===== src/hdl/capture_defs.svh =====
//////////////////////////////////////////////////////////////////////
// capture buffer definitions
// payload widths, memory depths and discriminator latency
//////////////////////////////////////////////////////////////////////

`ifndef CAPTURE_DEFS_SVH
`define CAPTURE_DEFS_SVH

// payload widths in bits
`define SAMPLE_WIDTH 16
`define TSTAMP_WIDTH 32
`define READOUT_WIDTH 64

// memory depths in entries
`define SAMPLE_DEPTH 64
`define TSTAMP_DEPTH 16

// cycles from discriminator reset until its timestamps are valid
`define DISC_LATENCY 4

`endif


===== src/hdl/capture_pkg.sv =====
//////////////////////////////////////////////////////////////////////
// capture types: payload words, readout word and buffer state
//////////////////////////////////////////////////////////////////////

`default_nettype none

`include "capture_defs.svh"

package capture_pkg;

  // payloads written into the two capture memories
  typedef logic [`SAMPLE_WIDTH-1:0] sample_t;
  typedef logic [`TSTAMP_WIDTH-1:0] tstamp_t;

  // packed word on the readout stream
  typedef logic [`READOUT_WIDTH-1:0] readout_t;

  // capture buffer FSM
  typedef enum logic [2:0] {IDLE, ARMED, CAPTURE, HOLD, READOUT} buffer_state_t;

endpackage

`default_nettype wire


===== src/hdl/capture_buffer.sv =====
//////////////////////////////////////////////////////////////////////
// capture buffer: arm/start/stop capture into a memory, then stream
// the stored entries out in write order
//////////////////////////////////////////////////////////////////////

`timescale 1ns/1ps
`default_nettype none

module capture_buffer
  import capture_pkg::*;
#(
  parameter type payload_t = logic [15:0],
  parameter int DEPTH = 16
) (
  input  logic                       adc_clk,
  input  logic                       adc_reset,
  // write side
  input  payload_t                   data,
  input  logic                       data_valid,
  // control
  input  logic                       arm,
  input  logic                       hw_start,
  input  logic                       hw_stop,
  input  logic                       readout_start,
  // status
  output logic                       capture_ready,
  output logic                       capture_full,
  output logic [$clog2(DEPTH+1)-1:0] write_depth,
  // readout stream
  output payload_t                   out_data,
  output logic                       out_valid,
  output logic                       out_last,
  input  logic                       out_ready
);

  localparam int ADDR_W = $clog2(DEPTH);
  localparam int DEPTH_W = $clog2(DEPTH+1);
  localparam logic [DEPTH_W-1:0] FULL_COUNT = DEPTH_W'(DEPTH);

  buffer_state_t state;
  payload_t mem [DEPTH];

  logic [DEPTH_W-1:0] read_ptr;
  logic [DEPTH_W-1:0] read_total;
  logic write_en;
  logic read_en;

  // start/stop are only taken while no captured data is pending
  assign capture_ready = (state != HOLD) && (state != READOUT);
  assign capture_full = (write_depth == FULL_COUNT);

  assign write_en = (state == CAPTURE) && data_valid && !capture_full;

  // an empty capture still produces a single zero word
  assign read_total = (write_depth == '0) ? DEPTH_W'(1) : write_depth;

  // at most one read in flight, issued when the output register frees up
  assign read_en = (state == READOUT) && (read_ptr != read_total)
                   && (!out_valid || out_ready);

  //////////////////////////////////////////////////////////////////////
  // memory
  //////////////////////////////////////////////////////////////////////

  always_ff @(posedge adc_clk) begin
    if (write_en) begin
      mem[write_depth[ADDR_W-1:0]] <= data;
    end
  end

  // read into the output register
  always_ff @(posedge adc_clk) begin
    if (read_en) begin
      out_data <= (write_depth == '0) ? '0 : mem[read_ptr[ADDR_W-1:0]];
    end
  end

  //////////////////////////////////////////////////////////////////////
  // capture and readout FSM
  //////////////////////////////////////////////////////////////////////

  always_ff @(posedge adc_clk) begin
    if (adc_reset) begin
      state <= IDLE;
      write_depth <= '0;
      read_ptr <= '0;
    end else begin
      case (state)
        IDLE: begin
          // depth of the previous capture stays visible until the next arm
          if (arm) begin
            state <= ARMED;
            write_depth <= '0;
          end
        end
        ARMED: begin
          if (hw_start) begin
            state <= CAPTURE;
          end
        end
        CAPTURE: begin
          if (write_en) begin
            write_depth <= write_depth + 1'b1;
          end
          // the write on the last free entry ends the capture
          if (hw_stop || (write_en && (write_depth == FULL_COUNT - 1'b1))) begin
            state <= HOLD;
          end
        end
        HOLD: begin
          if (readout_start) begin
            state <= READOUT;
            read_ptr <= '0;
          end
        end
        READOUT: begin
          if (read_en) begin
            read_ptr <= read_ptr + 1'b1;
          end
          if (out_valid && out_ready && out_last) begin
            state <= IDLE;
          end
        end
        default: begin
          state <= IDLE;
        end
      endcase
    end
  end

  // output register flags
  always_ff @(posedge adc_clk) begin
    if (adc_reset) begin
      out_valid <= 1'b0;
      out_last <= 1'b0;
    end else if (read_en) begin
      out_valid <= 1'b1;
      out_last <= (read_ptr == read_total - 1'b1);
    end else if (out_ready) begin
      out_valid <= 1'b0;
      out_last <= 1'b0;
    end
  end

endmodule

`default_nettype wire


===== src/hdl/readout_mux.sv =====
//////////////////////////////////////////////////////////////////////
// readout mux: timestamp segment first, then the sample segment
//////////////////////////////////////////////////////////////////////

`timescale 1ns/1ps
`default_nettype none

module readout_mux
  import capture_pkg::*;
(
  input  logic     adc_clk,
  input  logic     adc_reset,
  // timestamp stream
  input  readout_t tstamp_data,
  input  logic     tstamp_valid,
  input  logic     tstamp_last,
  output logic     tstamp_ready,
  // sample stream
  input  readout_t sample_data,
  input  logic     sample_valid,
  input  logic     sample_last,
  output logic     sample_ready,
  // merged readout
  output readout_t readout_data,
  output logic     readout_valid,
  output logic     readout_last,
  input  logic     readout_ready
);

  typedef enum logic {SEL_TSTAMP, SEL_SAMPLE} select_t;

  select_t sel;

  always_ff @(posedge adc_clk) begin
    if (adc_reset) begin
      sel <= SEL_TSTAMP;
    end else begin
      case (sel)
        SEL_TSTAMP: if (tstamp_valid && tstamp_ready && tstamp_last) sel <= SEL_SAMPLE;
        SEL_SAMPLE: if (sample_valid && sample_ready && sample_last) sel <= SEL_TSTAMP;
        default: sel <= SEL_TSTAMP;
      endcase
    end
  end

  // timestamp last is held back so one last closes the whole readout
  always_comb begin
    if (sel == SEL_SAMPLE) begin
      readout_data = sample_data;
      readout_valid = sample_valid;
      readout_last = sample_last;
    end else begin
      readout_data = tstamp_data;
      readout_valid = tstamp_valid;
      readout_last = 1'b0;
    end
  end

  assign tstamp_ready = (sel == SEL_TSTAMP) && readout_ready;
  assign sample_ready = (sel == SEL_SAMPLE) && readout_ready;

endmodule

`default_nettype wire


===== src/hdl/segmented_capture.sv =====
//////////////////////////////////////////////////////////////////////
// segmented capture: sample and timestamp buffers with shared control
//////////////////////////////////////////////////////////////////////

`timescale 1ns/1ps
`default_nettype none

`include "capture_defs.svh"

module segmented_capture
  import capture_pkg::*;
(
  input  logic                                adc_clk,
  input  logic                                adc_reset,
  // capture inputs
  input  sample_t                             sample_data,
  input  logic                                sample_valid,
  input  tstamp_t                             tstamp_data,
  input  logic                                tstamp_valid,
  // control pulses
  input  logic                                capture_arm,
  input  logic                                capture_start,
  input  logic                                capture_stop,
  input  logic                                digital_trigger,
  input  logic                                readout_start,
  output logic                                discriminator_reset,
  // status
  output logic [$clog2(`SAMPLE_DEPTH+1)-1:0] samples_write_depth,
  output logic [$clog2(`TSTAMP_DEPTH+1)-1:0] tstamps_write_depth,
  // readout stream
  output readout_t                            readout_data,
  output logic                                readout_valid,
  output logic                                readout_last,
  input  logic                                readout_ready
);

  logic tstamp_capture_ready, sample_capture_ready;
  logic tstamp_full, sample_full;
  logic capture_ready_all;
  logic stop_accepted;
  logic start_q;
  logic [`DISC_LATENCY-1:0] start_pipe;
  logic hw_start;

  tstamp_t tstamp_buf_data;
  logic tstamp_buf_valid, tstamp_buf_last, tstamp_buf_ready;
  sample_t sample_buf_data;
  logic sample_buf_valid, sample_buf_last, sample_buf_ready;

  readout_t tstamp_word_data;
  logic tstamp_word_valid, tstamp_word_last, tstamp_word_ready;
  readout_t sample_word_data;
  logic sample_word_valid, sample_word_last, sample_word_ready;

  //////////////////////////////////////////////////////////////////////
  // start/stop control
  //////////////////////////////////////////////////////////////////////

  // start and stop are dropped while either buffer holds unread data
  assign capture_ready_all = tstamp_capture_ready && sample_capture_ready;
  assign stop_accepted = capture_stop && capture_ready_all;

  // accepted start resets the discriminator, then waits out its latency
  always_ff @(posedge adc_clk) begin
    if (adc_reset) begin
      start_q <= 1'b0;
      start_pipe <= '0;
    end else begin
      start_q <= capture_start && capture_ready_all;
      start_pipe <= {start_pipe[`DISC_LATENCY-2:0], start_q};
    end
  end

  assign discriminator_reset = start_q;
  assign hw_start = start_pipe[`DISC_LATENCY-1] || digital_trigger;

  //////////////////////////////////////////////////////////////////////
  // buffers, stop cross-coupled on full
  //////////////////////////////////////////////////////////////////////

  capture_buffer #(
    .payload_t(tstamp_t),
    .DEPTH(`TSTAMP_DEPTH)
  ) tstamp_buffer_i (
    .adc_clk, .adc_reset,
    .data(tstamp_data), .data_valid(tstamp_valid),
    .arm(capture_arm), .hw_start, .hw_stop(stop_accepted || sample_full), .readout_start,
    .capture_ready(tstamp_capture_ready), .capture_full(tstamp_full),
    .write_depth(tstamps_write_depth),
    .out_data(tstamp_buf_data), .out_valid(tstamp_buf_valid),
    .out_last(tstamp_buf_last), .out_ready(tstamp_buf_ready)
  );

  capture_buffer #(
    .payload_t(sample_t),
    .DEPTH(`SAMPLE_DEPTH)
  ) sample_buffer_i (
    .adc_clk, .adc_reset,
    .data(sample_data), .data_valid(sample_valid),
    .arm(capture_arm), .hw_start, .hw_stop(stop_accepted || tstamp_full), .readout_start,
    .capture_ready(sample_capture_ready), .capture_full(sample_full),
    .write_depth(samples_write_depth),
    .out_data(sample_buf_data), .out_valid(sample_buf_valid),
    .out_last(sample_buf_last), .out_ready(sample_buf_ready)
  );

  //////////////////////////////////////////////////////////////////////
  // packing and readout ordering
  //////////////////////////////////////////////////////////////////////

  word_packer #(.in_t(tstamp_t)) tstamp_packer_i (
    .adc_clk, .adc_reset,
    .in_data(tstamp_buf_data), .in_valid(tstamp_buf_valid),
    .in_last(tstamp_buf_last), .in_ready(tstamp_buf_ready),
    .out_data(tstamp_word_data), .out_valid(tstamp_word_valid),
    .out_last(tstamp_word_last), .out_ready(tstamp_word_ready)
  );

  word_packer #(.in_t(sample_t)) sample_packer_i (
    .adc_clk, .adc_reset,
    .in_data(sample_buf_data), .in_valid(sample_buf_valid),
    .in_last(sample_buf_last), .in_ready(sample_buf_ready),
    .out_data(sample_word_data), .out_valid(sample_word_valid),
    .out_last(sample_word_last), .out_ready(sample_word_ready)
  );

  readout_mux readout_mux_i (
    .adc_clk, .adc_reset,
    .tstamp_data(tstamp_word_data), .tstamp_valid(tstamp_word_valid),
    .tstamp_last(tstamp_word_last), .tstamp_ready(tstamp_word_ready),
    .sample_data(sample_word_data), .sample_valid(sample_word_valid),
    .sample_last(sample_word_last), .sample_ready(sample_word_ready),
    .readout_data, .readout_valid, .readout_last, .readout_ready
  );

endmodule

`default_nettype wire


===== src/hdl/word_packer.sv =====
//////////////////////////////////////////////////////////////////////
// word packer: gathers narrow stream words into one readout word
//////////////////////////////////////////////////////////////////////

`timescale 1ns/1ps
`default_nettype none

module word_packer
  import capture_pkg::*;
#(
  parameter type in_t = logic [15:0]
) (
  input  logic     adc_clk,
  input  logic     adc_reset,
  // narrow input stream
  input  in_t      in_data,
  input  logic     in_valid,
  input  logic     in_last,
  output logic     in_ready,
  // packed output stream
  output readout_t out_data,
  output logic     out_valid,
  output logic     out_last,
  input  logic     out_ready
);

  localparam int IN_W = $bits(in_t);
  localparam int RATIO = $bits(readout_t) / IN_W;
  localparam int IDX_W = $clog2(RATIO);

  readout_t acc;
  readout_t acc_next;
  logic [IDX_W-1:0] idx;
  logic accept;
  logic word_done;

  // no new part is taken while a packed word is waiting
  assign in_ready = !out_valid;
  assign accept = in_valid && in_ready;
  assign word_done = in_last || (idx == IDX_W'(RATIO - 1));

  // first word lands in the lowest bits
  always_comb begin
    acc_next = acc;
    acc_next[int'(idx) * IN_W +: IN_W] = in_data;
  end

  always_ff @(posedge adc_clk) begin
    if (accept && word_done) begin
      out_data <= acc_next;
    end
  end

  // accumulator is cleared after each word, which zero-pads a short final word
  always_ff @(posedge adc_clk) begin
    if (adc_reset) begin
      acc <= '0;
      idx <= '0;
      out_valid <= 1'b0;
      out_last <= 1'b0;
    end else begin
      if (out_valid && out_ready) begin
        out_valid <= 1'b0;
        out_last <= 1'b0;
      end
      if (accept) begin
        if (word_done) begin
          out_valid <= 1'b1;
          out_last <= in_last;
          acc <= '0;
          idx <= '0;
        end else begin
          acc <= acc_next;
          idx <= idx + 1'b1;
        end
      end
    end
  end

endmodule

`default_nettype wire


===== config.mk =====
export PLATFORM = sky130hd
export DESIGN_NAME = segmented_capture
export DESIGN_NICKNAME = d
export VERILOG_FILES = /design/src/hdl/capture_pkg.sv /design/src/hdl/capture_buffer.sv /design/src/hdl/readout_mux.sv /design/src/hdl/segmented_capture.sv /design/src/hdl/word_packer.sv
export VERILOG_INCLUDE_DIRS = /design/src /design/src/hdl
export SDC_FILE = /design/constraint.sdc
export NUM_CORES = 2
export LEC_CHECK = 0
export BUFFER_PORTS_ARGS = -buffer_cell sky130_fd_sc_hd__clkbuf_2
export CORE_MARGIN = 3
export CORE_UTILIZATION = 60
export CTS_BUF_LIST = sky130_fd_sc_hd__clkbuf_16
export DETAILED_ROUTE_END_ITERATION = 16
export GPL_ROUTABILITY_DRIVEN = 0
export HOLD_SLACK_MARGIN = 0.1
export PLACE_DENSITY_LB_ADDON = 0.12
export SKIP_CTS_REPAIR_TIMING = 1
export SYNTH_ARGS = -nofsm -noshare
export SYNTH_HDL_FRONTEND = slang
export SYNTH_SLANG_ARGS = --single-unit

===== constraint.sdc =====
create_clock -name adc_clk -period 11.25 [get_ports adc_clk]
set_input_delay 1.6875 -clock adc_clk [delete_from_list [all_inputs] [get_ports adc_clk]]
set_output_delay 1.6875 -clock adc_clk [all_outputs]
set_load 0.1 [all_outputs]

==> impl_metrics.py <==
metrics = {
    "floorplanning": {
        "die_h_um": 354,
        "initial_core_util_pct": 60.6,
        "num_rows": 127,
        "coreArea_um2": 120000,
        "fp.dieW_um": 354,
        "pin_count": 137,
        "die_area_um2": 126000,
    },
    "routing": {
        "dr.max_layer_used": "met5",
        "wl_met1_um": 70100,
        "via_per_inst": 6.51,
        "wl_per_cell_um": 30.4,
        "totalWireLength_um": 174000,
        "ant_nets": 0,
        "drc_errors": 0,
        "wl_met3_um": 17700,
        "num_vias": 37200,
        "firstDrtPassIters": 5,
        "drtIter0Drc": 5055,
        "route.met2.wl_um": 80800,
    },
    "sta": {
        "fin_crit_sh_pct": 40.6,
        "worstMarginPinSlew_ns": 1.16,
        "relSlewSlack_pct": 22.3,
        "tns_ns": 0,
        "rsz0062_at_grt": "no",
        "setup_viol": 0,
        "finalHoldViolCount": 0,
        "slew_viol_final": 0,
        "final.min_clock_period_ns": 4.57,
        "clock.fmax_ghz": 0.219,
        "finalClockSkew_ns": 0.0203,
    },
    "logic_synthesis": {
        "syn_avg_cell_area_um2": 19.6,
        "synthTopCellsByArea": "edfxtp_1 (71%), mux4_2 (13%), dfxtp_1 (4.8%)",
        "syn-num-nets": 3801,
        "syn_inst": 3726,
        "synthArstFlopShare_pct": 0,
        "synth_edf_count": 1712,
        "yosysSeqAreaShare_pct": 75.4,
        "synthTopCellsByCount": "edfxtp_1 (1712), mux4_2 (416), a22oi_1 (213)",
        "synth_top_area_share_pct": 70.6,
        "synth.cell_area_um2": 72800,
        "ys_ff_latch": 1887,
        "synth_top_area_cell": "edfxtp_1",
        "synth.most_common_cell": "edfxtp_1",
        "yosysWarnings": 0,
        "synth_cell_type_count": 58,
        "synth_top_flop_cell": "edfxtp_1",
    },
    "cts": {
        "clockBufferDepth": 3,
        "htree_levels": 4,
        "numCtsBuffers": 184,
        "cts_num_sinks": 1887,
        "clk_latency_ns": 0.80,
        "cts_tree": "yes",
        "cts_root_buffer": "clkbuf_16",
        "clk_pin_slew_ns": 0.06,
    },
    "job": {
        "drv_cap": 0,
    },
    "final_layout": {
        "register_area_um2": 54900,
        "drive_above_1_share_pct": 27.2,
        "fillers": 7630,
        "nNetsFinal": 4021,
        "utilization_pct": 67.8,
        "area_delta_synth_final_pct": 11.8,
        "stdcell_area_um2": 81500,
        "multi_input_area_um2": 16900,
    },
    "critical_path": {
        "worstPathMaxFanout": 63,
        "crit_buf_inv": 2,
        "r2r_cells": 5,
        "critPathRequiredTime_ns": 9.56,
        "crit_chain": "buf_4 -> mux2_2 -> clkbuf_2",
        "max_stage_delay_ns": 0.73,
        "startpoint_type": "flip-flop",
        "arrival_ns": 2.88,
        "worstSetupEndpointType": "primary output",
        "worst-path-stages": 3,
        "cpMaxStageDelayCell": "buf_4",
        "critical_path_class": "flip-flop to primary output",
        "cp_top_family": "buffers and inverters",
    },
    "pwr": {
        "p_per_area_nw_per_um2": 168,
        "leakagePower_nw": 25.5,
        "ir_drop_uv": 166,
    },
    "hold_path": {
        "holdPathStages": 1,
        "min_path_type": "flip-flop to flip-flop",
    },
    "global_route": {
        "antenna_found_initial": 20,
        "grt_max_degree": 139,
        "gr-total-overflow": 0,
        "grtUsageTotal_pct": 28.1,
        "grt_pass1_wl_um": 256000,
        "grt_pass1_vias": 37800,
    },
    "status": {
        "status": "complete, no violations",
    },
    "placed_design": {
        "placed_cell_area_um2": 75800,
        "numPortBuffers": 136,
        "dp_hpwl_um": 101000,
    },
}
[power breakdown]
group | internal [mW] | total (mW) | switching, mW | leakage (nW)
logic | 0.0491 | 0.203 | 0.154 | 5.72
registers | 7.63 | 7.64 | 0.00921 | 16.8
clock network | 3.29 | 5.82 | 2.53 | 2.95
[cell families (layout without fill, tap and decap cells)]
group | count (synthesis) | in the layout | share of synthesized area (%)
adder cells (fa/ha/maj) | 17 | 17 | 0.292
AO/OA/AOI/OAI | 406 | 406 | 3.71
multiplexers | 560 | 560 | 15.1
buffers and inverters | 296 | 660 | 1.76
other | 0 | 3 | 0
XOR/XNOR | 28 | 28 | 0.337
AND/OR/NAND/NOR | 532 | 532 | 3.45
flip-flops | 1887 | 1887 | 75.4
[layer usage]
layer | GRT usage (%) | vias to the layer above
met5 | 0 | -
met4 | 8.78 | 12
met3 | 6.85 | 305
met2 | 42.2 | 1885
met1 | 41.6 | 19500
li1 | - | 15500
[registers in the layout, indices dropped and copies added, names as in the netlist, 7 cells and up]
signal and count:
sample_buffer_i.mem 1024, tstamp_buffer_i.mem 512, sample_packer_i.acc 64, sample_packer_i.out_data 64, tstamp_packer_i.acc 64, tstamp_packer_i.out_data 64, tstamp_buffer_i.out_data 32, sample_buffer_i.out_data 16
sample_buffer_i.read_ptr 7, sample_buffer_i.write_depth 7
[final timing paths]
path	from	endpoint	slack, ns
setup / recovery	readout_mux_i.sel	readout_data[35]	6.68
hold / removal	start_pipe[1]	start_pipe[2]	0.45
setup reg to reg	sample_buffer_i.read_ptr[1]	sample_buffer_i.out_data[0]	7.09
hold reg to reg	start_pipe[1]	start_pipe[2]	0.45
[through the flow]
step                worst slack, ns  total power [mW]  hold WS [ns]  cells
global route                   6.60              14.0         0.461   5702
global placement               7.10              7.98         0.425   5372
finish                         6.68              13.7         0.451   5705
CTS                            6.63              13.7         0.451   5702
detailed placement             7.10              8.00         0.424   5372
floorplan                      6.76              7.86         0.414   3726
[layout by cell type (no fill, tap or decap), types with 28 or more instances in the layout]
master,instances
edfxtp_1,1712
mux4_2,416
a22oi_1,213
clkbuf_16,188
nor2_1,180
dfxtp_1,167
clkbuf_2,135
mux2_2,132
nand2_1,127
inv_1,121
buf_4,113
o21ai_0,77
a21oi_1,72
nor2b_1,47
clkinv_1,41
and2_1,36
clkinv_2,28
[layout make-up]
| cell class | instances | share of cell area, % |
|---|---|---|
| Antenna cell | 3 | 0.00922 |
| Multi-Input combinational cell | 1543 | 20.8 |
| Tap cell | 1612 | 2.48 |
| Inverter | 79 | 0.364 |
| Timing Repair Buffer | 251 | 1.94 |
| Clock inverter | 142 | 1.23 |
| Clock buffer | 188 | 5.77 |
| Sequential cell | 1887 | 67.4 |
Power figures use the tool's default switching activity.
